===== config.mk =====
export PLATFORM = sky130hd
export DESIGN_NAME = hazardUnit
export DESIGN_NICKNAME = d
export VERILOG_FILES = /design/src/hw/cpuPkg.sv /design/src/hw/hazardUnit.sv
export SDC_FILE = /design/constraint.sdc
export NUM_CORES = 1
export LEC_CHECK = 0
export BUFFER_PORTS_ARGS = -buffer_cell sky130_fd_sc_hd__buf_2
export CORE_AREA = 3 3 40 42
export DETAILED_ROUTE_END_ITERATION = 10
export DIE_AREA = 0 0 43 45
export SYNTH_ARGS = -nofsm -noshare
export SYNTH_HDL_FRONTEND = slang
export SYNTH_SLANG_ARGS = --single-unit

===== constraint.sdc =====
create_clock -name vclk -period 0.8
set_input_delay 0 -clock vclk [all_inputs]
set_output_delay 0 -clock vclk [all_outputs]
set_load 0.1 [all_outputs]

===== src/hw/cpuPkg.sv =====
package cpuPkg;

  ////////////////////
  // Base widths
  ////////////////////
  typedef logic [15:0] wordT;    // Data, instruction and address word
  typedef logic [3:0]  regAddrT; // Register index R0..R15

  ////////////////////
  // Opcodes
  ////////////////////
  // Top nibble of the instruction. Unlisted codes decode as no-op
  typedef enum logic [3:0] {
    OP_ADD = 4'd0,
    OP_SUB = 4'd1,
    OP_AND = 4'd2,
    OP_NOR = 4'd3,
    OP_SLL = 4'd4,
    OP_SRL = 4'd5,
    OP_SRA = 4'd6,
    OP_LW  = 4'd8,
    OP_SW  = 4'd9,
    OP_LLB = 4'd10,
    OP_HLT = 4'd15
  } opcodeT;

  typedef enum logic [2:0] {
    ALU_ADD,
    ALU_SUB,
    ALU_AND,
    ALU_NOR,
    ALU_SLL,
    ALU_SRL,
    ALU_SRA,
    ALU_PASSB  // Second operand straight through, for LLB
  } aluOpT;

  ////////////////////
  // Pipeline structs
  ////////////////////
  typedef struct packed {
    logic  regWrite;  // Writes rd in WB
    logic  memRead;   // Load
    logic  memWrite;  // Store
    logic  memToReg;  // WB data from memory
    logic  useImm;    // ALU B from immediate
    logic  halt;
    aluOpT aluOp;
  } ctrlT;

  // Register write-back, also the retire record
  typedef struct packed {
    logic    valid;
    regAddrT addr;
    wordT    data;
  } wbT;

  typedef enum logic [1:0] {
    FWD_REG,  // Value read in ID
    FWD_MEM,  // From EX/MEM
    FWD_WB    // From MEM/WB
  } fwdSelT;

endpackage


===== src/hw/hazardUnit.sv =====
module hazardUnit (
  input  cpuPkg::regAddrT exSrcA,       // ID/EX sources
  input  cpuPkg::regAddrT exSrcB,
  input  cpuPkg::regAddrT memDest,      // EX/MEM writer
  input  logic            memRegWrite,
  input  cpuPkg::regAddrT wbDest,       // MEM/WB writer
  input  logic            wbRegWrite,
  input  cpuPkg::regAddrT exDest,       // Load in EX
  input  logic            exMemRead,
  input  cpuPkg::regAddrT idSrcA,       // IF/ID sources
  input  cpuPkg::regAddrT idSrcB,
  output cpuPkg::fwdSelT  fwdA,
  output cpuPkg::fwdSelT  fwdB,
  output logic            stall
);
  import cpuPkg::*;

  ////////////////////
  // Forwarding
  ////////////////////
  // Newest producer wins, R0 never forwarded
  function automatic fwdSelT pickSrc(regAddrT src);
    if (src != '0 && memRegWrite && src == memDest) return FWD_MEM;
    if (src != '0 && wbRegWrite && src == wbDest) return FWD_WB;
    return FWD_REG;
  endfunction

  always_comb begin
    fwdA = pickSrc(exSrcA);
    fwdB = pickSrc(exSrcB);
  end

  ////////////////////
  // Load-use
  ////////////////////
  logic loadDest;
  assign loadDest = exMemRead && exDest != '0;

  // Data not ready until MEM, so hold one cycle
  assign stall = loadDest && (exDest == idSrcA || exDest == idSrcB);

endmodule


==> impl_metrics.py <==
metrics = {
    "timing": {
        "slew-limit-headroom": 0.8269,
        "setup_viol": 5,
        "rsz_0062_raised_after_global_routing": "true",
        "fin_hold_ws_ns": 0.4186,
        "clock.fmax_mhz": 1034,
        "post-route-period-util": 1.209,
        "fin_crit_ns": 0.9671,
        "final_critical_path_setup_slack_ns": -0.1671,
        "finalMaxSlewViolations": 0,
        "worst-slew-pin-transition_ns": 0.2587,
        "hold_viol": 0,
    },
    "detailed_routing": {
        "via_per_inst": 5.133,
        "dr_total_vias": 503,
        "route.antenna.remaining_nets": 0,
        "detailedRoute.firstPassIterationCount": 4,
        "route.detailed.wl_per_inst_um": 14.95,
        "drc_errors_left": 0,
        "drtIter0Drc": 4,
        "postRouteWirelength_mm": 1.465,
    },
    "pwr": {
        "pwr_density_cell_nw_per_um2": 579.6,
        "p_comb_frac": 1.000,
        "power.share.sequential": 0,
        "swShare": 0.4509,
        "total_switching_power_uw": 244.6,
        "vdd.ir_drop.worst_mv": 0.2806,
        "clkPwrFrac": 0,
        "p_int_uw": 297.8,
        "static-leakage-power_uw": 0.0003725,
    },
    "floorplan": {
        "start_util": 0.2726,
        "std_cell_rows": 13,
        "dieWidth_um": 43,
        "num_io_pins": 36,
        "die_h_um": 45,
        "coreArea_um2": 1285,
        "design.die.area_um2": 1935,
    },
    "clock_tree": {
        "cts-hold-fix-buffers": 0,
        "cts_post_setup_buffers_inserted": 0,
    },
    "global_route": {
        "grt_max_degree": 5,
        "grt_first_pass_wirelength_mm": 2.208,
        "antenna_found_initial": 0,
        "total_track_usage": 0.1505,
        "number_of_global_route_vias_before_repair": 462,
        "sum_of_overflow_across_all_layers_after_global_routing": 0,
    },
    "cells_and_area": {
        "layout-drive-gt1-share": 0.7229,
        "postLayoutCellArea_um2": 935.9,
        "synthToLayoutAreaGrowth_pct": 167.1,
        "antenna-diode-count": 0,
        "clock_buffer_count": 0,
        "n_fill_cell": 98,
        "multi_input_comb_area_um2": 519.2,
        "final-seq-area_um2": 0,
        "flip_flop_and_latch_count": 0,
        "nNetsFinal": 116,
        "finalNonFillerCells": 98,
        "layout_common_cells": "13 x sky130_fd_sc_hd__xnor2_1, 13 x sky130_fd_sc_hd__buf_2, 12 x sky130_fd_sc_hd__buf_6, 7 x sky130_fd_sc_hd__xnor2_2, 6 x sky130_fd_sc_hd__buf_8",
    },
    "logic_synthesis": {
        "synth_fp_nets": 77,
        "combined_area_of_all_synthesized_cells_um2": 350.3,
        "seq_area_frac_synth": 0,
        "synth_cell_types": 14,
        "netlist_instances": 46,
        "synth_warnings": 0,
        "syn_area_per_cell_um2": 7.616,
    },
    "status": {
        "run_status": "finished with violations",
        "violations": "negative setup slack",
    },
    "worst_setup_path": {
        "worstSetupEndpointType": "primary output",
        "timing.critical_path.required_ns": 0.80,
        "crit_path_to": "fwdB[1]",
        "worstSetupStartpoint": "wbDest[1]",
        "setup.worst_path.class": "in -> out",
        "critical_path.max_fanout": 3,
        "worst-endpoint-arrival_ns": 0.97,
        "start_kind": "primary input",
    },
    "hold_path": {
        "hold_path_origin": "wbDest[2]",
        "min-delay-path-class": "in -> out",
    },
    "placement": {
        "detailed_place_hpwl_um": 993.2,
        "global_placement_routability_congestion": 0.7761,
        "post-place-cells": 98,
        "buffer_ports.inserted": 36,
        "post-place-ws_ns": -0.2339,
        "placedInstanceArea_um2": 714.4,
    },
    "run": {
        "max_cap_viol_count": 0,
    },
}
-- layout make-up --
cell class,count,share of cell area
timing repair buffer,37,0.4251
multi-input combinational,46,0.5548
tap,15,0.02005
-- cells in the mapped netlist (all sizes together) --
| library cell | number | area [µm²] |
|---|---|---|
| and4 | 2 | 22.52 |
| nand2 | 4 | 15.01 |
| and2 | 2 | 13.77 |
| or3 | 2 | 12.51 |
| a221oi | 2 | 30.03 |
| nor3 | 4 | 20.02 |
| o41ai | 1 | 8.760 |
| a21oi | 1 | 5.000 |
| o21ai | 2 | 10.00 |
| xnor2 | 20 | 175.2 |
| nand4 | 4 | 25.02 |
| or2 | 2 | 12.51 |
-- per-layer routing --
layer | global-route usage | wire (µm) | vias to the layer above
met4 | 0 | 18 | 0
met5 | 0 | 0 | -
met2 | 0.3204 | 868 | 30
met3 | 0.003984 | 118 | 2
met1 | 0.1751 | 459 | 226
li1 | - | - | 245
-- critical path, stage by stage --
cell	delay, ns
sky130_fd_sc_hd__buf_6	0.10
sky130_fd_sc_hd__or3_4	0.38
sky130_fd_sc_hd__a221oi_4	0.27
sky130_fd_sc_hd__buf_12	0.21
-- worst min path at each step --
stage / to / slack (ns) / depth (start not counted)
2_1_floorplan: stall / 0.22 / 2
3_3_place_gp: fwdA[1] / 0.44 / 4
3_5_place_dp: fwdB[1] / 0.44 / 4
4_1_cts: fwdA[1] / 0.42 / 4
5_1_grt: fwdA[1] / 0.43 / 4
6_report: fwdA[1] / 0.42 / 4
-- cell families after synthesis --
| family | count (synthesis) | synth area share |
|---|---|---|
| simple gates | 20 | 0.3464 |
| xor+xnor | 20 | 0.5000 |
| compound gates | 6 | 0.1535 |
-- repair_timing --
action,in CTS,in global routing
gates resized for setup,39,11
endpoints found under the setup margin,5,5
pin swaps,11,13
-- power by group through the flow --
stage	Sequential (µW)	Clock [µW]	Combinational, µW
6_report	0	0	542
3_3_place_gp	0	0	413
4_1_cts	0	0	502
3_5_place_dp	0	0	417
2_1_floorplan	0	0	238
5_1_grt	0	0	573
-- metrics by stage --
step	setup TNS, ns	total power, µW	utilization
after floorplan	-0.9928	237.6	-
after global placement	-0.8054	412.7	0.5560
after detailed placement	-0.8126	416.5	0.5560
after CTS	-0.4805	502.0	0.6816
after global routing	-0.5969	572.8	0.7283
final	-0.4690	542.4	0.7283
Power figures use the tool's default switching activity.
