### src/hw/cpuPkg.sv
package cpuPkg;

  ////////////////////
  // Base widths
  ////////////////////
  typedef logic [15:0] wordT;    // Data, instruction and address word
  typedef logic [3:0]  regAddrT; // Register index R0..R15

  ////////////////////
  // Opcodes
  ////////////////////
  // Top nibble of the instruction. Unlisted codes decode as no-op
  typedef enum logic [3:0] {
    OP_ADD = 4'd0,
    OP_SUB = 4'd1,
    OP_AND = 4'd2,
    OP_NOR = 4'd3,
    OP_SLL = 4'd4,
    OP_SRL = 4'd5,
    OP_SRA = 4'd6,
    OP_LW  = 4'd8,
    OP_SW  = 4'd9,
    OP_LLB = 4'd10,
    OP_HLT = 4'd15
  } opcodeT;

  typedef enum logic [2:0] {
    ALU_ADD,
    ALU_SUB,
    ALU_AND,
    ALU_NOR,
    ALU_SLL,
    ALU_SRL,
    ALU_SRA,
    ALU_PASSB  // Second operand straight through, for LLB
  } aluOpT;

  ////////////////////
  // Pipeline structs
  ////////////////////
  typedef struct packed {
    logic  regWrite;  // Writes rd in WB
    logic  memRead;   // Load
    logic  memWrite;  // Store
    logic  memToReg;  // WB data from memory
    logic  useImm;    // ALU B from immediate
    logic  halt;
    aluOpT aluOp;
  } ctrlT;

  // Register write-back, also the retire record
  typedef struct packed {
    logic    valid;
    regAddrT addr;
    wordT    data;
  } wbT;

  typedef enum logic [1:0] {
    FWD_REG,  // Value read in ID
    FWD_MEM,  // From EX/MEM
    FWD_WB    // From MEM/WB
  } fwdSelT;

endpackage

### src/hw/regFile.sv
module regFile (
  input  logic            clk,
  input  logic            rst,
  input  cpuPkg::regAddrT addrA,
  input  cpuPkg::regAddrT addrB,
  output cpuPkg::wordT    dataA,
  output cpuPkg::wordT    dataB,
  input  cpuPkg::wbT      wr
);
  import cpuPkg::*;

  wordT regs [16];

  // R0 hardwired to zero, same-cycle write bypassed to the reader
  function automatic wordT readPort(regAddrT addr);
    if (addr == '0) return '0;
    if (wr.valid && wr.addr == addr) return wr.data;  // Write before read
    return regs[addr];
  endfunction

  always_comb begin
    dataA = readPort(addrA);
    dataB = readPort(addrB);
  end

  always_ff @(posedge clk) begin
    if (rst) begin
      for (int i = 0; i < 16; i++) regs[i] <= '0;
    end else if (wr.valid && wr.addr != '0) begin
      regs[wr.addr] <= wr.data;  // R0 writes dropped
    end
  end

endmodule

### config.mk
export PLATFORM = sky130hd
export DESIGN_NAME = regFile
export DESIGN_NICKNAME = d
export VERILOG_FILES = /design/src/hw/cpuPkg.sv /design/src/hw/regFile.sv
export SDC_FILE = /design/constraint.sdc
export NUM_CORES = 1
export LEC_CHECK = 0
export BUFFER_PORTS_ARGS = -buffer_cell sky130_fd_sc_hd__buf_4
export CORE_ASPECT_RATIO = 1.2
export CORE_MARGIN = 5
export CORE_UTILIZATION = 56
export CTS_CLUSTER_SIZE = 14
export DETAILED_ROUTE_END_ITERATION = 10
export MAX_ROUTING_LAYER = met4
export PLACE_DENSITY = 0.74
export SLEW_MARGIN = 5
export SYNTH_ARGS = -nofsm -noshare
export SYNTH_HDL_FRONTEND = slang
export SYNTH_SLANG_ARGS = --single-unit
### constraint.sdc
create_clock -name clk -period 3.16 [get_ports clk]
set_input_delay 0.948 -clock clk [delete_from_list [all_inputs] [get_ports clk]]
set_output_delay 0.948 -clock clk [all_outputs]
set_load 0.03 [all_outputs]
==> metrics <==
status=finished, violations left; failing checks=setup timing; fin crit period=3.404 ns; Initial DRC Count=981; Clk pwr share=34.5%; die area=28530 sq um; Largest register FFs=256; routability-driven placement congestion ratio=0.9526; Psw=2.377 mW; flop and latch count out of synthesis=256; Int Power=6.570 mW; leakage=6.760 nW; combinational power share=20.1%; DR DRC count=0; 1st-pass router iterations=5; Hold Vio Cnt, Final=0; Routed Antenna Nets=0; clock sink count=256; Worst Setup SP=addrA[0]; IO Pins=63; hold path start=rst; PortBufs=62; initial antenna violation count=0; Setup crit end kind=primary output; slack of the critical path=-0.2441 ns; Reg power frac=45.4%; Crit path largest cell delay=0.45 ns; Die Wd=155.0 microns; unrepaired setup endpoints after global routing=true; Final nets=1205; initial core utilization=56.93%; syn_area_per_cell=13.51 sq um; synth unique cells=34; ratio of cells with drive above 1 in the final layout=42.58%; Hold WC Path Type=primary input to register; clock root buffer=clkbuf_16; CP max-delay cell=or3_4; Max Clk Rate=293.8 MHz; Crit Path Class=primary input to primary output; synth warn=0; Post-Place Setup Slack=-0.3290 ns; DR vias/cell=6.526; Layout fillers=1438; CP cell instances=buf_6 > or3_4 > buf_12 > or2_4 > clkbuf_16 > o31ai_2 > a31oi_4 > buf_6; dpl hpwl=28.47 mm; DR vias=9907; Overflow after GRT=0; max-cap check violation count=0; pin count of the biggest net entering global routing=27; Max FO, Critical Path=8; first-pass GRT wire length=62.49 mm; biggest regs=regs (256); Post-Route WL=42.23 mm; hold buffer count at CTS=0; Die Y=184.0 microns; final period utilization=107.7%; Final Max Slew Viols=0; Sw Share=26.57%; PD cells=475.8 nW/um^2; Max rail drop VDD=0.4688 mV; row cnt=63; fin area=18800 sq um; CTS max path bufs=3; synthesized cell area=14130 sq um; post-synthesis cell count=1046; total CTS buffers=26; average wire per standard cell=27.82 microns; core area=24830 sq um; ant diodes=0; Area after DPL=16310 sq um; worst path arrival time=2.46 ns; Reg clk slew, reported paths=0.06 ns; Top reg by flops=regs; CP most frequent cell=buf_6; final setup fails=32; post-synthesis sequential area ratio=54.39%; Crit path required time=2.21 ns; H-tree levels=1; P&R area growth vs syn=33.03%; total power=8.947 mW; vias in the first global route=10317; Total GRT Usage=29.57%; Startpoint Class=primary input; CTS tree=built
-- path summary, 6_finish.rpt --
path                  slack (ns)  cells past startpoint          end
worst min-delay path        0.79                      1  regs[0][15]
worst max-delay path       -0.24                      8     dataA[4]
-- cell usage after synthesis --
cell type / instances / area (sq um)
a31oi_1: 30 / 187.7
nand4b_1: 1 / 8.760
buf_4: 12 / 90.09
o31ai_1: 32 / 240.2
or4b_4: 1 / 13.76
clkbuf_2: 2 / 10.01
or3_1: 2 / 12.51
and2_1: 240 / 1501
conb_1: 1 / 3.750
a21oi_1: 2 / 10.01
nand3_1: 30 / 150.1
edfxtp_1: 256 / 7687
nand2_1: 3 / 11.26
buf_1: 1 / 3.750
nor2_1: 9 / 33.78
nand3_2: 2 / 20.02
nand3b_1: 2 / 15.01
clkbuf_1: 50 / 187.7
or3b_1: 4 / 35.03
buf_2: 28 / 140.1
or2_2: 15 / 93.84
xnor2_1: 8 / 70.07
mux2_2: 2 / 22.52
nand2b_1: 2 / 12.51
nor3_2: 3 / 30.03
mux4_2: 64 / 1441
a211oi_1: 32 / 240.2
nor2b_1: 2 / 12.51
nor2_2: 3 / 18.77
o22ai_1: 64 / 400.4
mux2i_1: 128 / 1281
or2_1: 4 / 25.02
buf_6: 9 / 101.4
nand4bb_1: 2 / 22.52
-- stage by stage --
| stage | util, % | hold slack [ns] | setup TNS [ns] | std cells |
|---|---|---|---|---|
| after floorplan | - | 1.146 | -0.8408 | 1061 |
| after global placement | 65.67 | 1.333 | -8.569 | 1449 |
| after detailed placement | 65.67 | 1.337 | -8.842 | 1449 |
| after CTS | 72.97 | 0.7766 | -5.172 | 1513 |
| after global routing | 75.73 | 0.7882 | -5.998 | 1518 |
| final | 75.73 | 0.7885 | -5.587 | 1518 |
-- cells in the final DEF, fill, tap and decap left out, types with 3 or more instances in the layout --
master,n
mux4_2,64
a211oi_4,10
xnor2_2,5
clkinv_1,5
buf_8,8
nand3_1,19
nand3_2,12
buf_12,29
buf_4,89
or2_2,15
edfxtp_1,256
a31oi_4,25
clkinv_2,5
conb_1,16
o31ai_4,3
o22ai_2,27
o22ai_1,11
bufinv_16,3
buf_16,6
o31ai_2,28
and2_1,240
nor2_1,9
clkbuf_1,7
nor3_2,3
nor2_2,3
o22ai_4,26
mux2i_1,106
a211oi_2,20
mux2i_2,20
buf_6,48
or2_4,3
a31oi_2,5
clkbuf_16,32
-- power by group through the flow --
stage	Combinational [mW]	Sequential (mW)	Clock, mW
2_1_floorplan	0.977	4.07	0
3_3_place_gp	1.43	4.10	0
3_5_place_dp	1.45	4.12	0
4_1_cts	1.65	4.05	3.09
5_1_grt	1.86	4.08	3.24
6_report	1.80	4.06	3.08
-- worst max-delay path, delay by kind of cell --
family,cells,cell delay (ns)
AOI/OAI and AO/OA,2,0.16
buffers and inverters,4,0.64
and+or+nand+nor,2,0.71
-- logic make-up after synthesis --
kind of cell           Yosys count  share of synthesized area, %
multiplexers                   194                         19.42
other                            1                       0.02653
AND/OR/NAND/NOR                325                         14.27
AO/OA/AOI/OAI                  160                         7.630
XOR/XNOR                         8                        0.4957
buffers and inverters          102                         3.771
flip-flops                     256                         54.39
-- routing by layer --
metal  vias up  part of all wire (%)  track usage [%]
met5         -                     0                -
met4         0                   2.5            8.021
met3        89                   7.1            4.403
met2       445                    52            49.64
met1      5096                    39            38.00
li1       4277                     -                -
-- repair_timing --
item / CTS / global route
endpoints found under the setup margin: 32 / 32
cloned: 6 / 5
resized for setup: 148 / 103
pin swaps: 45 / 45
setup buffers: 11 / 3
-- area by class of cell --
type	count	area, sq um	share of cell area [%]
sequential	256	7687	40.88
multi-input combinational	703	7609	40.46
timing repair buffer	187	2265	12.04
clock buffer	34	701.9	3.733
tap	325	406.6	2.163
clock inverter	13	133.9	0.7120
Note: power is estimated with default switching activity, not from simulation.
