File: config.mk
export PLATFORM = sky130hd
export DESIGN_NAME = alu
export DESIGN_NICKNAME = d
export VERILOG_FILES = /design/src/hw/cpuPkg.sv /design/src/hw/alu.sv
export SDC_FILE = /design/constraint.sdc
export NUM_CORES = 1
export LEC_CHECK = 0
export ABC_AREA = 0
export BUFFER_PORTS_ARGS = -buffer_cell sky130_fd_sc_hd__buf_4
export CORE_ASPECT_RATIO = 2
export CORE_MARGIN = 3
export CORE_UTILIZATION = 49
export DETAILED_ROUTE_END_ITERATION = 8
export MAX_ROUTING_LAYER = met4
export PLACE_DENSITY = 0.71
export REMOVE_ABC_BUFFERS = 1
export SLEW_MARGIN = 20
export SYNTH_ARGS = -nofsm -noshare
export SYNTH_HDL_FRONTEND = slang
export SYNTH_SLANG_ARGS = --single-unit
File: constraint.sdc
create_clock -name vclk -period 4.85
set_input_delay 0.7275 -clock vclk [all_inputs]
set_output_delay 0.7275 -clock vclk [all_outputs]
set_load 0.02 [all_outputs]
File: src/hw/cpuPkg.sv
package cpuPkg;

  ////////////////////
  // Base widths
  ////////////////////
  typedef logic [15:0] wordT;    // Data, instruction and address word
  typedef logic [3:0]  regAddrT; // Register index R0..R15

  ////////////////////
  // Opcodes
  ////////////////////
  // Top nibble of the instruction. Unlisted codes decode as no-op
  typedef enum logic [3:0] {
    OP_ADD = 4'd0,
    OP_SUB = 4'd1,
    OP_AND = 4'd2,
    OP_NOR = 4'd3,
    OP_SLL = 4'd4,
    OP_SRL = 4'd5,
    OP_SRA = 4'd6,
    OP_LW  = 4'd8,
    OP_SW  = 4'd9,
    OP_LLB = 4'd10,
    OP_HLT = 4'd15
  } opcodeT;

  typedef enum logic [2:0] {
    ALU_ADD,
    ALU_SUB,
    ALU_AND,
    ALU_NOR,
    ALU_SLL,
    ALU_SRL,
    ALU_SRA,
    ALU_PASSB  // Second operand straight through, for LLB
  } aluOpT;

  ////////////////////
  // Pipeline structs
  ////////////////////
  typedef struct packed {
    logic  regWrite;  // Writes rd in WB
    logic  memRead;   // Load
    logic  memWrite;  // Store
    logic  memToReg;  // WB data from memory
    logic  useImm;    // ALU B from immediate
    logic  halt;
    aluOpT aluOp;
  } ctrlT;

  // Register write-back, also the retire record
  typedef struct packed {
    logic    valid;
    regAddrT addr;
    wordT    data;
  } wbT;

  typedef enum logic [1:0] {
    FWD_REG,  // Value read in ID
    FWD_MEM,  // From EX/MEM
    FWD_WB    // From MEM/WB
  } fwdSelT;

endpackage

File: src/hw/alu.sv
module alu (
  input  cpuPkg::wordT  a,
  input  cpuPkg::wordT  b,
  input  cpuPkg::aluOpT op,
  input  logic [3:0]    shamt,
  output cpuPkg::wordT  result
);
  import cpuPkg::*;

  ////////////////////
  // Operation select
  ////////////////////
  always_comb begin
    case (op)
      ALU_ADD: begin
        result = a + b;  // Wraps at 16 bits
      end
      ALU_SUB: begin
        result = a - b;
      end
      ALU_AND: begin
        result = a & b;
      end
      ALU_NOR: begin
        result = ~(a | b);
      end
      ALU_SLL: begin
        result = a << shamt;
      end
      ALU_SRL: begin
        result = a >> shamt;  // Zero fill
      end
      ALU_SRA: begin
        result = $signed(a) >>> shamt;  // Sign fill
      end
      ALU_PASSB: begin
        result = b;  // LLB immediate
      end
      default: begin
        result = '0;
      end
    endcase
  end

endmodule

==> summary.txt, run 1 <==
Critical path
  – Critical path peak fanout: 5
  – Critical Path Source: b[0]
  – Critical path class: primary input to output pin
  – WP data required: 4120 ps
  – Critical Path Sink Type: output pin
  – CP endpoint: result[15]
  – Crit path DAT: 3700 ps
  – CP Launch Type: primary input

Timing
  – F_max: 226 MHz
  – Min Tclk post-route: 4420 ps
  – RSZ-0062 raised after global routing: no
  – Slew HR: 49.0%
  – Fin crit share: 91.2%
  – Fin Setup TNS: 0 ps
  – Final Slew Violations: 0
  – Count of final setup violators: 0
  – Slew @ Worst Pin: 758 ps
  – Final hold vios: 0

Global route
  – Initial antenna violation count: 0
  – Gr usage total: 30.5%
  – Number of global-route vias before repair: 3598
  – First-pass GRT wire length: 18200 um
  – Gr ovfl total: 0
  – Pin count of the biggest net entering global routing: 48

Final layout
  – Seq cells: 0
  – Number of diodes: 0
  – Layout area overhead: 11.5%
  – Nets: 550
  – Layout clock buffer count: 0
  – Fill count: 646
  – Final core utilization: 57.6%
  – Area of the multi-input gates: 2940 sq um
  – FF+latch area: 0 sq um
  – Layout cells sized above 1: 17.3%

Floorplanning
  – Die height: 120 um
  – FP Rows: 40
  – Die area: 7550 sq um
  – Initial Util: 51.6%
  – # IOs: 55
  – Core area: 6160 sq um
  – Chip Width: 63.0 um

Drt
  – Vias per cell: 6.59
  – Final wirelength: 11500 um
  – Routed length per placed instance: 20.0 um
  – DRT Pass-1 Iters: 5
  – DRT iter0 DRCs: 438
  – Vias: 3781
  – DRC viols: 0
  – Antenna Violating Nets Remaining: 0

Synth
  – Cells after Synth: 470
  – Mapped Area: 3180 sq um
  – Register area share after synthesis: 0%
  – Syn Area/Cell: 6.76 sq um
  – Yosys warns: 0
  – Number of unique standard cell types used by synthesis: 64

Clock network
  – Post-CTS setup buffers: 0
  – CTS Hold Bufs: 0
  – Post-cts resize count: 0

Flow run
  – Max cap viols: 0

Pwr
  – Worst VDD drop: 0.0685 mV
  – P_leak: 1.51 nW
  – PwrDens: 133 nW/um^2

Worst hold path
  – Hold Path Class: primary input to output pin

Placement
  – GP Congestion: 1.06
  – HPWL Detailed: 9010 um
  – Port bufs: 55

Run status
  – Outcome: complete, no violations
## worst max-delay path: stages
cell and delay, ps:
buf_4 130, inv_1 150, ha_1 240, nand2_1 120, nand2_1 110, xor2_1 160
ha_1 310, a21o_1 220, nor2b_1 140, a21oi_1 140, a2111oi_0 530, o21ai_0 200
xnor2_1 160, o221ai_1 180, buf_4 180
## cell usage in the layout, fill, tap and decap left out, types with 10 or more instances in the layout
cell,netlist,routed
inv_1,13,13
nor3_1,21,21
nand2_1,41,41
a21oi_1,47,47
nor2_1,52,52
ha_1,18,18
a21o_1,14,14
mux2i_1,29,29
o31ai_1,10,10
buf_4,2,60
xor2_1,13,13
xnor2_1,15,15
mux2_2,13,13
o21ai_0,24,24
a211oi_1,14,14
## metal layers
| layer | vias up | global-route usage (%) | share of wire, % |
|---|---|---|---|
| li1 | 1822 | - | - |
| met1 | 1762 | 33.6 | 37 |
| met2 | 161 | 57.1 | 54 |
| met3 | 36 | 0.655 | 4.6 |
| met4 | 0 | 11.3 | 4.2 |
| met5 | - | - | 0 |
## worst min path at each step
stage           from          to  slack, ps  depth (start not counted)
6_report       b[14]  result[14]       1980                          5
5_1_grt        b[14]  result[14]       2030                          5
4_1_cts        b[14]  result[14]       1980                          5
3_5_place_dp   b[14]  result[14]       1980                          5
3_3_place_gp   b[14]  result[14]       1970                          5
2_1_floorplan  op[1]  result[15]       1670                          2
## layout make-up
class              instances  share of cell area, %
repair buffers            60                   12.7
multi-input cells        417                   82.9
well taps                 84                   2.97
inverters                 13                   1.38
## logic make-up (layout without fill, tap and decap cells)
family / Yosys count / in the layout / synth area share, %
buf+inv: 53 / 73 / 7.56
compound gates: 167 / 167 / 35.6
fa+ha+maj: 19 / 19 / 7.71
xor+xnor: 28 / 28 / 7.71
simple gates: 154 / 154 / 22.7
mux: 49 / 49 / 18.7
## stage by stage
| stage | cell area [sq um] | power (mW) | hold slack, ps | setup WS (ps) | cells |
|---|---|---|---|---|---|
| after floorplan | 2990 | 0.286 | 1670 | 695 | 430 |
| after global placement | 3540 | 0.459 | 1970 | 480 | 574 |
| after global routing | 3540 | 0.514 | 2030 | 176 | 574 |
| after CTS | 3540 | 0.467 | 1980 | 445 | 574 |
| final | 3540 | 0.471 | 1980 | 425 | 574 |
| after detailed placement | 3540 | 0.466 | 1980 | 444 | 574 |
## cell usage after synthesis (all sizes together) (3+ instances only)
cell / n / area (sq um)
a32o: 6 / 60.1
a21o: 14 / 105
o22ai: 3 / 18.8
buf: 14 / 93.8
o211ai: 5 / 37.5
and2: 7 / 43.8
nand2b: 7 / 43.8
a21oi: 47 / 235
a221o: 3 / 30.0
nor2b: 3 / 18.8
inv: 13 / 48.8
nand2: 41 / 154
o31ai: 10 / 75.1
or3: 4 / 25.0
a22oi: 4 / 30.0
o21ai: 26 / 130
clkbuf: 26 / 97.6
o32ai: 3 / 26.3
nor4: 3 / 18.8
ha: 18 / 225
mux2: 13 / 146
nor3: 21 / 105
a31oi: 5 / 31.3
xor2: 13 / 114
a211oi: 14 / 105
nand3b: 8 / 60.1
mux2i: 29 / 290
mux4: 7 / 158
xnor2: 15 / 131
a311oi: 5 / 50.0
nor2: 53 / 201
## power by group
group	internal (mW)	switching, mW
logic	0.197	0.274
clock network	0	0
registers	0	0
total	0.197	0.274
Power figures use the tool's default switching activity.
==> inputs of run 2 (changes only) <==
--- a/config.mk
+++ b/config.mk
@@ -9,12 +9,12 @@
 export BUFFER_PORTS_ARGS = -buffer_cell sky130_fd_sc_hd__buf_4
 export CORE_ASPECT_RATIO = 2
 export CORE_MARGIN = 3
-export CORE_UTILIZATION = 49
+export CORE_UTILIZATION = 61
 export DETAILED_ROUTE_END_ITERATION = 8
 export MAX_ROUTING_LAYER = met4
-export PLACE_DENSITY = 0.71
+export PLACE_DENSITY = 0.86
 export REMOVE_ABC_BUFFERS = 1
-export SLEW_MARGIN = 20
+export SLEW_MARGIN = 10
 export SYNTH_ARGS = -nofsm -noshare
 export SYNTH_HDL_FRONTEND = slang
 export SYNTH_SLANG_ARGS = --single-unit
==> run 2 against run 1 <==
  * Cell area shrank 0.74%
  * Power grew 0.11%
  * Combinational power is essentially flat
  * First-iteration DRC count shrank 34%
  * Fmax shrank 3.1%
  * Cell count shrank 4.5%
  * Clock-buffer cell count is the same
  * Core utilization grew 13 points
  * Critical path type unchanged
  * Highest routed layer unchanged
==> summary.txt, run 2 (same netlist as run 1, synthesis figures left out) <==
Run status
  – Outcome: complete, no violations

Floorplanning
  – # IOs: 55
  – Core area: 4950 sq um
  – Die area: 6170 sq um
  – Initial Util: 64.2%
  – Chip Width: 57.1 um
  – Die height: 108 um
  – FP Rows: 36

Clock network
  – Post-cts resize count: 0
  – Post-CTS setup buffers: 0
  – CTS Hold Bufs: 0

Pwr
  – Pint: 197 uW
  – Sw Ratio: 58.2%
  – Worst VDD drop: 0.125 mV
  – Sequential share of power: 0%
  – Gate power share: 100.0%
  – P_leak: 1.51 nW
  – Tot Pwr: 472 uW
  – Power share of the clock group: 0%
  – Net Sw Power: 275 uW
  – PwrDens: 134 nW/um^2

Global route
  – Pin count of the biggest net entering global routing: 48
  – Gr usage total: 35.4%
  – First-pass GRT wire length: 17100 um
  – Number of global-route vias before repair: 3491
  – Gr ovfl total: 0
  – Initial antenna violation count: 0

Placement
  – HPWL Detailed: 8710 um
  – Port bufs: 55
  – Pre-CTS setup slack: 395 ps
  – Dpl cell area: 3520 sq um
  – GP Congestion: 0.964
  – Placed Instances: 548

Final layout
  – Final core utilization: 71.0%
  – Number of diodes: 0
  – Seq cells: 0
  – Nets: 551
  – Layout area overhead: 10.6%
  – Most common cell after layout, fill and taps aside: buf_4
  – Final cell count without fillers: 548
  – Area of the multi-input gates: 2940 sq um
  – Post-layout instance area: 3520 sq um
  – Layout clock buffer count: 0
  – FF+latch area: 0 sq um
  – Fill count: 451
  – Most frequent cells in the layout: buf_4 (61), nor2_1 (52), a21oi_1 (47), nand2_1 (41), mux2i_1 (29)
  – Layout cells sized above 1: 17.5%

Timing
  – Fin crit share: 94.1%
  – Count of final setup violators: 0
  – Final Slew Violations: 0
  – Min Hold Slack: 1990 ps
  – Final WS setup: 285 ps
  – Final hold vios: 0
  – Slew @ Worst Pin: 783 ps
  – Fin Setup TNS: 0 ps
  – Min Tclk post-route: 4570 ps
  – F_max: 219 MHz
  – RSZ-0062 raised after global routing: no
  – Slew HR: 47.4%

Drt
  – Vias: 3876
  – Antenna Violating Nets Remaining: 0
  – DRC viols: 0
  – Routed length per placed instance: 20.2 um
  – Final wirelength: 11100 um
  – DRT iter0 DRCs: 290
  – DRT Pass-1 Iters: 5
  – Vias per cell: 7.07

Critical path
  – WP data required: 4120 ps
  – Critical Path Sink Type: output pin
  – Crit path DAT: 3840 ps
  – CP Launch Type: primary input
  – Critical path class: primary input to output pin
  – Critical path peak fanout: 6

Worst hold path
  – Hold_sp: b[14]
  – Hold Path Class: primary input to output pin
  – Hold path cells: 5
  – WHS Endpoint: result[14]

Flow run
  – Max cap viols: 0
run 2: area by class of cell:
type                       instances  share of cell area (%)
multi-input combinational        417                    83.6
tap                               57                    2.03
timing repair buffer              61                    13.0
inverter                          13                    1.39
run 2: how the worst max path moves through the flow:
stage	start	end	slack, ps	cells after the start
detailed placement	op[1]	result[14]	390	13
global placement	op[1]	result[15]	460	14
CTS	op[1]	result[14]	380	13
floorplan	op[1]	result[14]	690	11
finish	op[1]	result[15]	280	14
global route	op[1]	result[15]	120	14
run 2: power by group through the flow:
stage | Clock, mW | Sequential, mW | Combinational [mW]
floorplan | 0 | 0 | 0.286
global placement | 0 | 0 | 0.454
detailed placement | 0 | 0 | 0.462
CTS | 0 | 0 | 0.464
global route | 0 | 0 | 0.508
finish | 0 | 0 | 0.472
run 2: metal layers:
metal	GRT usage (%)	up-vias	wire (um)
li1	-	1826	-
met4	17.1	0	673
met2	65.0	179	5860
met5	-	-	0
met1	37.7	1815	3970
met3	1.43	56	576
run 2: worst max-delay path, cell delays in order:
cell	delay [ps]
buf_4	130
nor2_1	270
and2_1	290
a21oi_1	80
xnor2_1	130
ha_1	330
a21oi_1	230
nor2b_1	220
a21oi_1	140
a2111oi_0	570
o21ai_0	200
xnor2_1	160
o221ai_1	180
buf_4	180
==> inputs of run 3 (changes only) <==
--- a/config.mk
+++ b/config.mk
@@ -7,12 +7,13 @@
 export LEC_CHECK = 0
 export ABC_AREA = 0
 export BUFFER_PORTS_ARGS = -buffer_cell sky130_fd_sc_hd__buf_4
+export CELL_PAD_IN_SITES_DETAIL_PLACEMENT = 1
+export CELL_PAD_IN_SITES_GLOBAL_PLACEMENT = 2
 export CORE_ASPECT_RATIO = 2
 export CORE_MARGIN = 3
-export CORE_UTILIZATION = 61
+export CORE_UTILIZATION = 33
 export DETAILED_ROUTE_END_ITERATION = 8
-export MAX_ROUTING_LAYER = met4
-export PLACE_DENSITY = 0.86
+export PLACE_DENSITY_LB_ADDON = 0.1
 export REMOVE_ABC_BUFFERS = 1
 export SLEW_MARGIN = 10
 export SYNTH_ARGS = -nofsm -noshare
==> run 3 against run 2 <==
  * Cell area rose by 1.9%
  * Wire length rose by 21%
  * Worst hold slack got worse by 7.8 ps
  * Core utilization fell by 33 points
  * Critical path type unchanged
  * Sequential share of layout area did not move
  * Power rose by 3.1%
  * Die area rose by 77%
  * Fmax rose by 0.85%
==> summary.txt, run 3 (same netlist as run 1, synthesis figures left out) <==
Timing
  – Fin crit share: 93.3%
  – Count of final setup violators: 0
  – Min Tclk post-route: 4530 ps
  – Fin Setup TNS: 0 ps
  – Final hold vios: 0
  – RSZ-0062 raised after global routing: no
  – F_max: 221 MHz
  – Slew @ Worst Pin: 760 ps
  – Slew HR: 49.0%
  – Final Slew Violations: 0

Floorplanning
  – FP Rows: 50
  – # IOs: 55
  – Initial Util: 33.9%
  – Core area: 9380 sq um
  – Chip Width: 75.4 um
  – Die area: 10900 sq um
  – Die height: 145 um

Final layout
  – Layout cells sized above 1: 17.7%
  – Most common cell after layout, fill and taps aside: buf_4
  – Post-layout instance area: 3580 sq um
  – Layout clock buffer count: 0
  – Number of diodes: 0
  – FF+latch area: 0 sq um
  – Most frequent cells in the layout: buf_4 (62), nor2_1 (52), a21oi_1 (47), nand2_1 (41), mux2i_1 (29)
  – Layout area overhead: 12.7%
  – Nets: 552
  – Seq cells: 0
  – Fill count: 1215

Global route
  – Initial antenna violation count: 0
  – Pin count of the biggest net entering global routing: 48
  – Gr ovfl total: 0
  – Gr usage total: 24.4%
  – First-pass GRT wire length: 20500 um
  – Number of global-route vias before repair: 3835

Drt
  – DRT Pass-1 Iters: 6
  – DRC viols: 0
  – DRT iter0 DRCs: 212
  – Final wirelength: 13400 um
  – Vias per cell: 6.27
  – Vias: 3735
  – Antenna Violating Nets Remaining: 0
  – Routed length per placed instance: 22.6 um

Pwr
  – Gate power share: 100.0%
  – Pint: 198 uW
  – PwrDens: 136 nW/um^2
  – Sw Ratio: 59.2%
  – P_leak: 1.52 nW
  – Sequential share of power: 0%
  – Worst VDD drop: 0.0522 mV
  – Net Sw Power: 288 uW
  – Power share of the clock group: 0%
  – Tot Pwr: 487 uW

Critical path
  – Critical path class: primary input to output pin
  – CP endpoint: result[15]
  – Critical path peak fanout: 6
  – Critical Path Source: b[4]
  – Critical Path Sink Type: output pin
  – Crit path DAT: 3800 ps
  – CP Launch Type: primary input
  – WP data required: 4120 ps

Placement
  – Port bufs: 55
  – Dpl cell area: 3580 sq um
  – HPWL Detailed: 10900 um
  – GP Congestion: 0.874

Worst hold path
  – Hold path cells: 5
  – Hold Path Class: primary input to output pin

Run status
  – Outcome: complete, no violations

Clock network
  – Post-cts resize count: 0
  – Post-CTS setup buffers: 0
  – CTS Hold Bufs: 0

Flow run
  – Max cap viols: 0
## run 3: cell count changes in the layout (fill, tap and decap cells not counted), sizes merged
cell | previous run | this run
buf | 61 | 62
## run 3: critical path: stages
cell	delay (ps)
buf_4	140
nor4_1	370
nand2_1	190
nand2_1	120
xor2_1	150
ha_1	300
a21o_1	210
nor2b_1	140
a21oi_1	130
a2111oi_0	550
o21ai_0	220
xnor2_1	170
o221ai_1	190
buf_4	180
## run 3: power groups by stage
| stage | registers [mW] | clock network (mW) | logic (mW) |
|---|---|---|---|
| 3_3_place_gp | 0 | 0 | 0.480 |
| 3_5_place_dp | 0 | 0 | 0.486 |
| 2_1_floorplan | 0 | 0 | 0.286 |
| 4_1_cts | 0 | 0 | 0.488 |
| 6_report | 0 | 0 | 0.487 |
| 5_1_grt | 0 | 0 | 0.531 |
## run 3: how the worst min path moves through the flow
stage | from | end | slack, ps
after global routing | b[14] | result[14] | 2040
after CTS | b[14] | result[14] | 1990
final | b[14] | result[14] | 1990
after global placement | b[14] | result[14] | 1970
after floorplan | op[1] | result[15] | 1670
after detailed placement | b[14] | result[14] | 1990
## run 3: final cells by class
cell class	count	area (sq um)	area share [%]
Multi-Input combinational cell	417	2940	82.0
Timing Repair Buffer	62	465	13.0
Tap cell	104	130	3.63
Inverter	13	48.8	1.36
## run 3: stage by stage
stage / utilization, % / setup slack [ps] / cells / hold slack, ps
floorplan: - / 695 / 430 / 1670
global placement: 38.2 / 374 / 596 / 1970
detailed placement: 38.2 / 371 / 596 / 1990
CTS: 38.2 / 355 / 596 / 1990
global route: 38.2 / 14.2 / 596 / 2040
finish: 38.2 / 323 / 596 / 1990
## run 3: per-layer routing
layer  share of wire, %  global-route usage [%]  vias to the layer above
li1                   -                       -                     1817
met1                 39                    27.6                     1833
met2                 56                    47.3                       61
met3                1.7                   0.830                       24
met4                3.3                    6.73                        0
met5                  0                       0                        -
