$ cat src/hw/cpuPkg.sv
package cpuPkg;

  ////////////////////
  // Base widths
  ////////////////////
  typedef logic [15:0] wordT;    // Data, instruction and address word
  typedef logic [3:0]  regAddrT; // Register index R0..R15

  ////////////////////
  // Opcodes
  ////////////////////
  // Top nibble of the instruction. Unlisted codes decode as no-op
  typedef enum logic [3:0] {
    OP_ADD = 4'd0,
    OP_SUB = 4'd1,
    OP_AND = 4'd2,
    OP_NOR = 4'd3,
    OP_SLL = 4'd4,
    OP_SRL = 4'd5,
    OP_SRA = 4'd6,
    OP_LW  = 4'd8,
    OP_SW  = 4'd9,
    OP_LLB = 4'd10,
    OP_HLT = 4'd15
  } opcodeT;

  typedef enum logic [2:0] {
    ALU_ADD,
    ALU_SUB,
    ALU_AND,
    ALU_NOR,
    ALU_SLL,
    ALU_SRL,
    ALU_SRA,
    ALU_PASSB  // Second operand straight through, for LLB
  } aluOpT;

  ////////////////////
  // Pipeline structs
  ////////////////////
  typedef struct packed {
    logic  regWrite;  // Writes rd in WB
    logic  memRead;   // Load
    logic  memWrite;  // Store
    logic  memToReg;  // WB data from memory
    logic  useImm;    // ALU B from immediate
    logic  halt;
    aluOpT aluOp;
  } ctrlT;

  // Register write-back, also the retire record
  typedef struct packed {
    logic    valid;
    regAddrT addr;
    wordT    data;
  } wbT;

  typedef enum logic [1:0] {
    FWD_REG,  // Value read in ID
    FWD_MEM,  // From EX/MEM
    FWD_WB    // From MEM/WB
  } fwdSelT;

endpackage

$ cat src/hw/decoder.sv
module decoder (
  input  cpuPkg::wordT    instr,
  output cpuPkg::ctrlT    ctrl,
  output cpuPkg::regAddrT srcA,
  output cpuPkg::regAddrT srcB,
  output cpuPkg::regAddrT dest
);
  import cpuPkg::*;

  opcodeT op;
  assign op = opcodeT'(instr[15:12]);

  always_comb begin
    ctrl = '0;          // No-op unless matched below
    srcA = instr[7:4];  // rs
    srcB = instr[3:0];  // rt
    dest = '0;          // Zero when nothing is written
    case (op)
      OP_ADD, OP_SUB, OP_AND, OP_NOR: begin
        ctrl.regWrite = 1'b1;
        dest          = instr[11:8];
        case (op)
          OP_SUB:  ctrl.aluOp = ALU_SUB;
          OP_AND:  ctrl.aluOp = ALU_AND;
          OP_NOR:  ctrl.aluOp = ALU_NOR;
          default: ctrl.aluOp = ALU_ADD;
        endcase
      end
      OP_SLL, OP_SRL, OP_SRA: begin
        ctrl.regWrite = 1'b1;
        dest          = instr[11:8];
        srcB          = '0;  // [3:0] is shamt, no register read
        case (op)
          OP_SLL:  ctrl.aluOp = ALU_SLL;
          OP_SRL:  ctrl.aluOp = ALU_SRL;
          default: ctrl.aluOp = ALU_SRA;
        endcase
      end
      OP_LW: begin
        ctrl.regWrite = 1'b1;
        ctrl.memRead  = 1'b1;
        ctrl.memToReg = 1'b1;
        ctrl.useImm   = 1'b1;  // Base plus offset
        ctrl.aluOp    = ALU_ADD;
        dest          = instr[11:8];
        srcB          = '0;
      end
      OP_SW: begin
        ctrl.memWrite = 1'b1;
        ctrl.useImm   = 1'b1;
        ctrl.aluOp    = ALU_ADD;
        srcB          = instr[11:8];  // Store data register
      end
      OP_LLB: begin
        ctrl.regWrite = 1'b1;
        ctrl.useImm   = 1'b1;
        ctrl.aluOp    = ALU_PASSB;
        dest          = instr[11:8];
        srcA          = '0;  // Fields are immediate bits
        srcB          = '0;
      end
      OP_HLT: begin
        ctrl.halt = 1'b1;
        srcA      = '0;
        srcB      = '0;
      end
      default: begin
        srcA = '0;  // Unused opcode reads nothing
        srcB = '0;
      end
    endcase
  end

endmodule

$ cat config.mk
export PLATFORM = sky130hd
export DESIGN_NAME = decoder
export DESIGN_NICKNAME = d
export VERILOG_FILES = /design/src/hw/cpuPkg.sv /design/src/hw/decoder.sv
export SDC_FILE = /design/constraint.sdc
export NUM_CORES = 1
export LEC_CHECK = 0
export BUFFER_PORTS_ARGS = -buffer_cell sky130_fd_sc_hd__buf_4
export CAP_MARGIN = 20
export CORE_AREA = 3 3 40 42
export DETAILED_ROUTE_END_ITERATION = 12
export DIE_AREA = 0 0 43 45
export PLACE_DENSITY = 0.66
export SETUP_SLACK_MARGIN = 0.05
export SYNTH_ARGS = -nofsm -noshare
export SYNTH_HDL_FRONTEND = slang
export SYNTH_SLANG_ARGS = --single-unit
$ cat constraint.sdc
create_clock -name vclk -period 1.1
set_clock_uncertainty 0.2 [all_clocks]
set_input_delay 0.055 -clock vclk [all_inputs]
set_output_delay 0.055 -clock vclk [all_outputs]
set_load 0.005 [all_outputs]
==> results of run 1 <==
-- path summary, 6_finish.rpt --
kind / endpoint / cells after the start / slack [ps] / start
setup / recovery: srcA[2] / 4 / 90 / instr[13]
hold / removal: ctrl[2] / 3 / 230 / instr[14]
-- placed cells by master, fill, tap and decap left out, types with 2 or more instances in the layout --
cell,n
nor3b_1,2
nand4b_1,4
nand2b_1,5
nor3b_2,8
buf_4,36
a21oi_1,4
buf_6,5
nor2_1,3
a21oi_2,3
-- final cells by class --
| cell class | instances | area (µm²) |
|---|---|---|
| Fill cell | 138 | 611 |
| Timing Repair Buffer | 41 | 327 |
| Multi-Input combinational cell | 38 | 329 |
| Tap cell | 15 | 18.8 |
-- metal layers --
metal / global-route usage (%) / part of all wire, %
met3: 1.20 / 10
met2: 17.1 / 50
met5: 0 / 0
met1: 14.8 / 40
met4: 0 / 0
-- cell families after synthesis --
logic type	count (synthesis)
and+or+nand+nor	26
AOI/OAI and AO/OA	12
buffers and inverters	7
-- timing repair --
action                     CTS  global route
pin swaps                    0             3
setup endpoints to repair    9            13
gates resized for setup      3            10
-- cells in the mapped netlist --
| cell type | number | area share (%) |
|---|---|---|
| a211o_1 | 1 | 2.5 |
| a21o_1 | 1 | 2.1 |
| a21oi_1 | 7 | 9.9 |
| and3_1 | 1 | 1.8 |
| and4_1 | 1 | 2.5 |
| and4bb_1 | 1 | 3.5 |
| buf_2 | 2 | 2.8 |
| buf_4 | 3 | 6.3 |
| buf_6 | 2 | 6.3 |
| nand2b_1 | 5 | 8.8 |
| nand4b_1 | 4 | 9.9 |
| nor2_1 | 3 | 3.2 |
| nor3_1 | 1 | 1.4 |
| nor3b_1 | 2 | 4.2 |
| nor3b_2 | 8 | 28 |
| o21a_1 | 2 | 4.2 |
| o21a_2 | 1 | 2.5 |
-- metrics by stage --
| stage | area, µm² | cells | setup WS (ps) | setup TNS (ps) | util, % |
|---|---|---|---|---|---|
| 2_1_floorplan | 355 | 45 | 207 | 0 | - |
| 3_5_place_dp | 627 | 94 | -88.7 | -505 | 48.8 |
| 3_3_place_gp | 627 | 94 | -42.6 | -228 | 48.8 |
| 5_1_grt | 674 | 94 | 42.6 | 0 | 52.5 |
| 6_report | 674 | 94 | 90.3 | 0 | 52.5 |
| 4_1_cts | 633 | 94 | 50.0 | 0 | 49.3 |
-- worst min-delay path: cells and delay by family --
family	cells	cell delay (ps)
buffers and inverters	2	210
AOI/OAI and AO/OA	1	110
-- power by group through the flow --
stage	combinational [µW]	clock (µW)	sequential (µW)
CTS	234	0	0
floorplan	110	0	0
detailed placement	231	0	0
global route	267	0	0
finish	248	0	0
global placement	228	0	0
==> out/metrics.yaml, run 1 <==
outcome:
  status: "finished clean"
sta:
  period_minus_slack_ps: 1010
  hold-worst-slack_ps: 232
  rsz0062_at_grt: "true"
  slew_violations: 0
  finalHoldViolCount: 0
  tightest_slew_ps: 165
  period_share_pct: 91.8
  fmax_ghz: 0.990
  relSlewSlack_pct: 88.9
  setup_viol: 0
die:
  die_y_um: 45
  num_rows: 13
  fp.dieW_um: 43
  die-area_mm2: 0.00194
  start_util_pct: 27.7
  pin_count: 37
  coreArea_mm2: 0.00128
power_and_ir_drop:
  power_leakage_uw: 0.000324
  p_int_uw: 151
  total_power_uw: 248
  ir_worst_vdd_uv: 176
  p_sw_uw: 96.4
  p_sw_share_pct: 38.9
  p_comb_share_pct: 100.0
  p_clk_share_pct: 0
  power.density_mw_per_mm2: 367
  sequentialPowerShare_pct: 0
clock_tree:
  post-cts-setup-buffers: 0
  hold_buffers: 0
setup_path:
  path_common_cell: "buf_4"
  crit_path_max_incr_delay_ps: 240
  worstSetupPathType: "primary input to output port"
  crit_arrival_ps: 750
  critPathMaxFanout: 8
  crit_family: "buffers and inverters"
  cp-start-kind: "primary input"
  crit_chain: "buf_4 -> o21a_2 -> nor3b_2 -> buf_4"
  cp_slowest_cell: "o21a_2"
  cp.required_ps: 840
  end_kind: "output port"
  worst-path-buf-inv: 2
global_route:
  grt_overflow_total: 0
  grt_pass1_wl_mm: 1.64
  grt_max_degree: 12
  antenna_found_initial: 0
  grt_pass1_vias: 365
  groute.usage.overall_pct: 10.1
cells_and_area:
  nNetsFinal: 97
  diodes: 0
  register_area_um2: 0
  drive_above_1_share_pct: 70.9
  area_growth_pct: 89.8
  n_clock_buffer: 0
  seq_cell_count: 0
synth:
  synth_mux_area_share_pct: 0
  syn_area_per_cell_um2: 7.90
  synthesis.area_um2: 355
  syn-num-nets: 61
  synthAdderAreaFrac_pct: 0
  synth_seq_area_share_pct: 0
  netlist-cell-type-count: 17
  synthSimpleGateAreaFrac_pct: 63.4
  synth_xor_xnor_area_share_pct: 0
  synth_cells: 45
  synth_top_family_by_area: "simple AND/OR/NAND/NOR gates"
  ys.warnings.count: 0
  synth_compound_area_share_pct: 21.1
run:
  maxCapViolCount: 0
worst_hold_path:
  hp-class: "primary input to output port"
drt:
  drc: 0
  wl_per_cell_um: 12.3
  wl_mm: 1.15
  num_vias: 469
  drt_iter0_drc: 2
  dr.pass1.iters: 2
  antenna_left: 0
  via_per_inst: 4.99
placement:
  portBuffers: 37
  gp_congestion: 0.673
  hpwlAfterDp_um: 914
Power figures use the tool's default switching activity.
==> inputs of run 2 (changes only) <==
--- a/config.mk
+++ b/config.mk
@@ -11,6 +11,7 @@
 export DETAILED_ROUTE_END_ITERATION = 12
 export DIE_AREA = 0 0 43 45
 export PLACE_DENSITY = 0.66
+export RECOVER_POWER = 50
 export SETUP_SLACK_MARGIN = 0.05
 export SYNTH_ARGS = -nofsm -noshare
 export SYNTH_HDL_FRONTEND = slang
==> constraint.sdc (replaced) <==
create_clock -name vclk -period 1.3
set_clock_uncertainty 0.2 [all_clocks]
set_input_delay 0.065 -clock vclk [all_inputs]
set_output_delay 0.065 -clock vclk [all_outputs]
set_load 0.005 [all_outputs]
==> run 2 against run 1 <==
Core utilization is 6.1 points lower. Hold slack better by 29 ps. Largest power group unchanged. Highest routed layer unchanged. Critical path depth stayed put. Die area stayed put. First-iteration DRC count grew to 2.5 times the previous value. Sequential share of layout area stayed put. Worst setup slack better by 30 ps. Non-clock buffer count is 4 lower. Total power is 26% lower. Via count is 7.2% lower. Final cell count is 4.3% lower. Global-route usage stayed put.
==> out/metrics.yaml, run 2 (synthesis gave the netlist of run 1 again) <==
outcome:
  status: "finished clean"
cells_and_area:
  area_growth_pct: 67.6
  final_common_cell: "buf_4"
  finalNonFillerCells: 90  # -4.3%
  diodes: 0  # unchanged
  layout_common_cells: "buf_4 (29), nor3b_2 (8), a21oi_1 (7), clkbuf_4 (7), nand2b_1 (5)"
  nNetsFinal: 93  # -4.1%
  drive_above_1_share_pct: 62.7  # -8.2 points
  seq_cell_count: 0  # unchanged
  register_area_um2: 0  # unchanged
  n_clock_buffer: 0  # unchanged
sta:
  fmax_ghz: 0.847
  period_share_pct: 90.8
  hold-worst-slack_ps: 261  # +28.7 ps
  setup_tns_ps: 0  # unchanged
  fin_ws_ps: 120  # +29.7 ps
  tightest_slew_ps: 288  # +123 ps
  setup_viol: 0  # unchanged
  slew_violations: 0  # unchanged
  period_minus_slack_ps: 1180
  rsz0062_at_grt: "false"
  finalHoldViolCount: 0  # unchanged
  relSlewSlack_pct: 80.8  # -8.2 points
placement:
  hpwlAfterDp_um: 877  # -4.0%
  portBuffers: 37  # unchanged
  preCtsSetupSlack_ps: 89.1  # +178 ps
  gp_congestion: 0.636  # -5.5%
  place_inst: 90  # -4.3%
global_route:
  grt_max_degree: 19  # +7
  groute.usage.overall_pct: 10.1  # unchanged
  grt_pass1_wl_mm: 1.61  # -1.7%
  grt_overflow_total: 0  # unchanged
  grt_pass1_vias: 374  # +2.5%
  antenna_found_initial: 0  # unchanged
die:
  start_util_pct: 27.7  # unchanged
  die-area_mm2: 0.00194  # unchanged
  num_rows: 13  # unchanged
  pin_count: 37  # unchanged
  die_y_um: 45  # unchanged
  fp.dieW_um: 43  # unchanged
  coreArea_mm2: 0.00128  # unchanged
worst_hold_path:
  holdPathStages: 3  # unchanged
  hp-class: "primary input to output port"
setup_path:
  crit_arrival_ps: 910  # +160 ps
  worstSetupPathType: "primary input to output port"
  cp.required_ps: 1030  # +190 ps
  end_kind: "output port"
  cp-start-kind: "primary input"
  critPathMaxFanout: 18  # +10
clock_tree:
  post-cts-setup-buffers: 0  # unchanged
drt:
  num_vias: 435  # -7.2%
  dr.pass1.iters: 2  # unchanged
  drt_iter0_drc: 5  # +3
  drc: 0  # unchanged
  wl_mm: 1.09  # -5.2%
  via_per_inst: 4.83  # -3.1%
  wl_per_cell_um: 12.1  # -1.0%
  antenna_left: 0  # unchanged
power_and_ir_drop:
  power_leakage_uw: 0.000293  # -9.7%
  ir_worst_vdd_uv: 139  # -21%
  power.density_mw_per_mm2: 306  # -17%
run:
  maxCapViolCount: 0  # unchanged
-- run 2: path summary, 6_finish.rpt --
| kind | from | to |
|---|---|---|
| setup / recovery | instr[15] | ctrl[0] |
| hold / removal | instr[14] | srcB[0] |
-- run 2: metal layers --
layer	up-vias	share of wire [%]	track usage (%)
met5	-	0	0
met4	0	0	0
met3	0	11	1.99
met2	24	49	19.2
met1	184	40	12.6
li1	227	-	-
-- run 2: stage by stage --
step	util [%]	instance area, µm²	total power, µW
after floorplan	-	355	93.3
after global placement	46.4	597	183
after detailed placement	46.4	597	186
after CTS	46.4	597	187
after global routing	46.3	596	199
final	46.3	596	182
-- run 2: critical path, stage by stage --
cell and delay [ps]:
clkbuf_2 210, and4bb_1 280, a211o_1 230, buf_4 130
-- run 2: final cells by class --
type,count,area (µm²)
Fill cell,141,689
Multi-Input combinational cell,38,302
Tap cell,15,18.8
Timing Repair Buffer,37,275
-- run 2: timing repair --
action                                  in CTS  in global routing
endpoints found under the setup margin       0                  9
endpoints found under the hold margin        0                  0
hold buffers                                 0                  0
resized for setup                            0                  1
-- run 2: report_power, final --
part	switching [µW]	internal, µW
Clock	0	0
Combinational	74.0	108
Sequential	0	0
==> inputs of run 3 (changes only) <==
==> constraint.sdc (replaced) <==
create_clock -name vclk -period 1.3
set_clock_uncertainty 0.2 [all_clocks]
set_input_delay 0.26 -clock vclk [all_inputs]
set_output_delay 0.26 -clock vclk [all_outputs]
set_load 0.005 [all_outputs]
==> run 3 against run 2 <==
The run now ends with negative setup slack left. Core utilization is 23 points higher. Combinational power is 55% higher. Global-route usage is 4.5 points higher. Final cell count is 14% higher. Critical endpoint unchanged. Highest routed layer unchanged.
==> out/metrics.yaml, run 3 (synthesis gave the netlist of run 1 again) <==
cells_and_area:
  register_area_um2: 0  # unchanged
  seq_cell_count: 0  # unchanged
  diodes: 0  # unchanged
  nFillCells: 107  # -24%
  final_common_cell: "buf_4"
  drive_above_1_share_pct: 81.8  # +19 points
  area_growth_pct: 151
  layout_common_cells: "buf_4 (36), nor3b_2 (10), buf_6 (7)"
  n_clock_buffer: 0  # unchanged
  utilization_pct: 69.4  # +23 points
  nNetsFinal: 106  # +14%
  postLayoutCellArea_um2: 892  # +50%
placement:
  placed_cell_area_um2: 669  # +12%
  preCtsSetupSlack_ps: -266  # -355 ps
  portBuffers: 37  # unchanged
  gp_congestion: 0.636  # about the same
  hpwlAfterDp_um: 936  # +6.6%
die:
  die-area_mm2: 0.00194  # unchanged
  fp.dieW_um: 43  # unchanged
  start_util_pct: 27.7  # unchanged
  coreArea_mm2: 0.00128  # unchanged
  die_y_um: 45  # unchanged
  pin_count: 37  # unchanged
  num_rows: 13  # unchanged
global_route:
  use_met1_pct: 17.1  # +4.5 points
  grt_use_met2_pct: 29.3  # +10 points
  grt_overflow_total: 0  # unchanged
  grt_pass1_vias: 550  # +47%
  groute.usage.overall_pct: 14.6  # +4.5 points
  met3_usage_pct: 2.39  # +0.40 points
  antenna_found_initial: 0  # unchanged
  grt_pass1_wl_mm: 2.31  # +44%
  grt_busiest_layer: "met2"
  grt_max_degree: 14  # -5
sta:
  rsz0062_at_grt: "true"
  fmax_ghz: 0.720  # -15%
  slew_violations: 0  # unchanged
  period_share_pct: 107  # +16 points
  fin_ws_ps: -88.7  # -209 ps
  tightest_slew_ps: 144  # -144 ps
  period_minus_slack_ps: 1390  # +209 ps
  setup_viol: 14  # +14
  relSlewSlack_pct: 90.3  # +9.6 points
  finalHoldViolCount: 0  # unchanged
  hold-worst-slack_ps: 618  # +357 ps
  setup_tns_ps: -726  # -726 ps
setup_path:
  crit_family: "compound AO/OA/AOI/OAI gates"
  cp-start-kind: "primary input"
  crit_path_max_incr_delay_ps: 240  # -40 ps
  crit_arrival_ps: 930  # +20 ps
  worst-path-buf-inv: 2  # unchanged
  crit_chain: "buf_12 -> and4bb_1 -> a211o_1 -> buf_6"
  end_kind: "output port"
  cp_slowest_cell: "a211o_1"
  worstSetupPathType: "primary input to output port"
  cp.required_ps: 840  # -190 ps
  critPathMaxFanout: 6  # -12
drt:
  dr.pass1.iters: 4  # +2
  via_per_inst: 5.07  # +4.9%
  wl_per_cell_um: 13.6  # +12%
  num_vias: 522  # +20%
  drt_iter0_drc: 10  # +5
  antenna_left: 0  # unchanged
  wl_mm: 1.40  # +28%
  drc: 0  # unchanged
power_and_ir_drop:
  power.density_mw_per_mm2: 316  # +3.5%
  ir_worst_vdd_uv: 191  # +37%
  power_leakage_uw: 0.000417  # +43%
outcome:
  status: "finished, violations left"
  violations: "negative setup slack"
run:
  maxCapViolCount: 0  # unchanged
worst_hold_path:
  hp-class: "primary input to output port"
[run 3: path summary, 6_finish.rpt]
path | startpoint | endpoint | slack [ps] | cells past startpoint
max | instr[13] | ctrl[0] | -90 | 4
min | instr[14] | ctrl[2] | 620 | 3
[run 3: final cells by class]
| type | count | area (µm²) | share of cell area, % |
|---|---|---|---|
| Multi-Input combinational cell | 39 | 392 | 43.9 |
| Tap cell | 15 | 18.8 | 2.10 |
| Timing Repair Buffer | 49 | 482 | 54.0 |
[run 3: where the power goes]
group | internal, µW | total, µW | switching, µW | leakage [µW]
Combinational | 183 | 282 | 99.8 | 0.000417
Clock | 0 | 0 | 0 | 0
Sequential | 0 | 0 | 0 | 0
[run 3: metrics by stage]
step                cells  total power, µW
finish                103              282
global route          103              304
CTS                   102              257
detailed placement     98              208
global placement       98              206
floorplan              45             99.3
[run 3: metal layers]
metal | up-vias | routed length (µm)
li1 | 256 | -
met1 | 240 | 539
met2 | 26 | 739
met3 | 0 | 123
met4 | 0 | 0
met5 | - | 0
[run 3: repair_timing]
action	CTS	global route
setup buffers	2	0
cloned	2	1
setup endpoints to repair	21	21
resized for setup	24	12
hold buffers	0	0
pin swaps	7	9
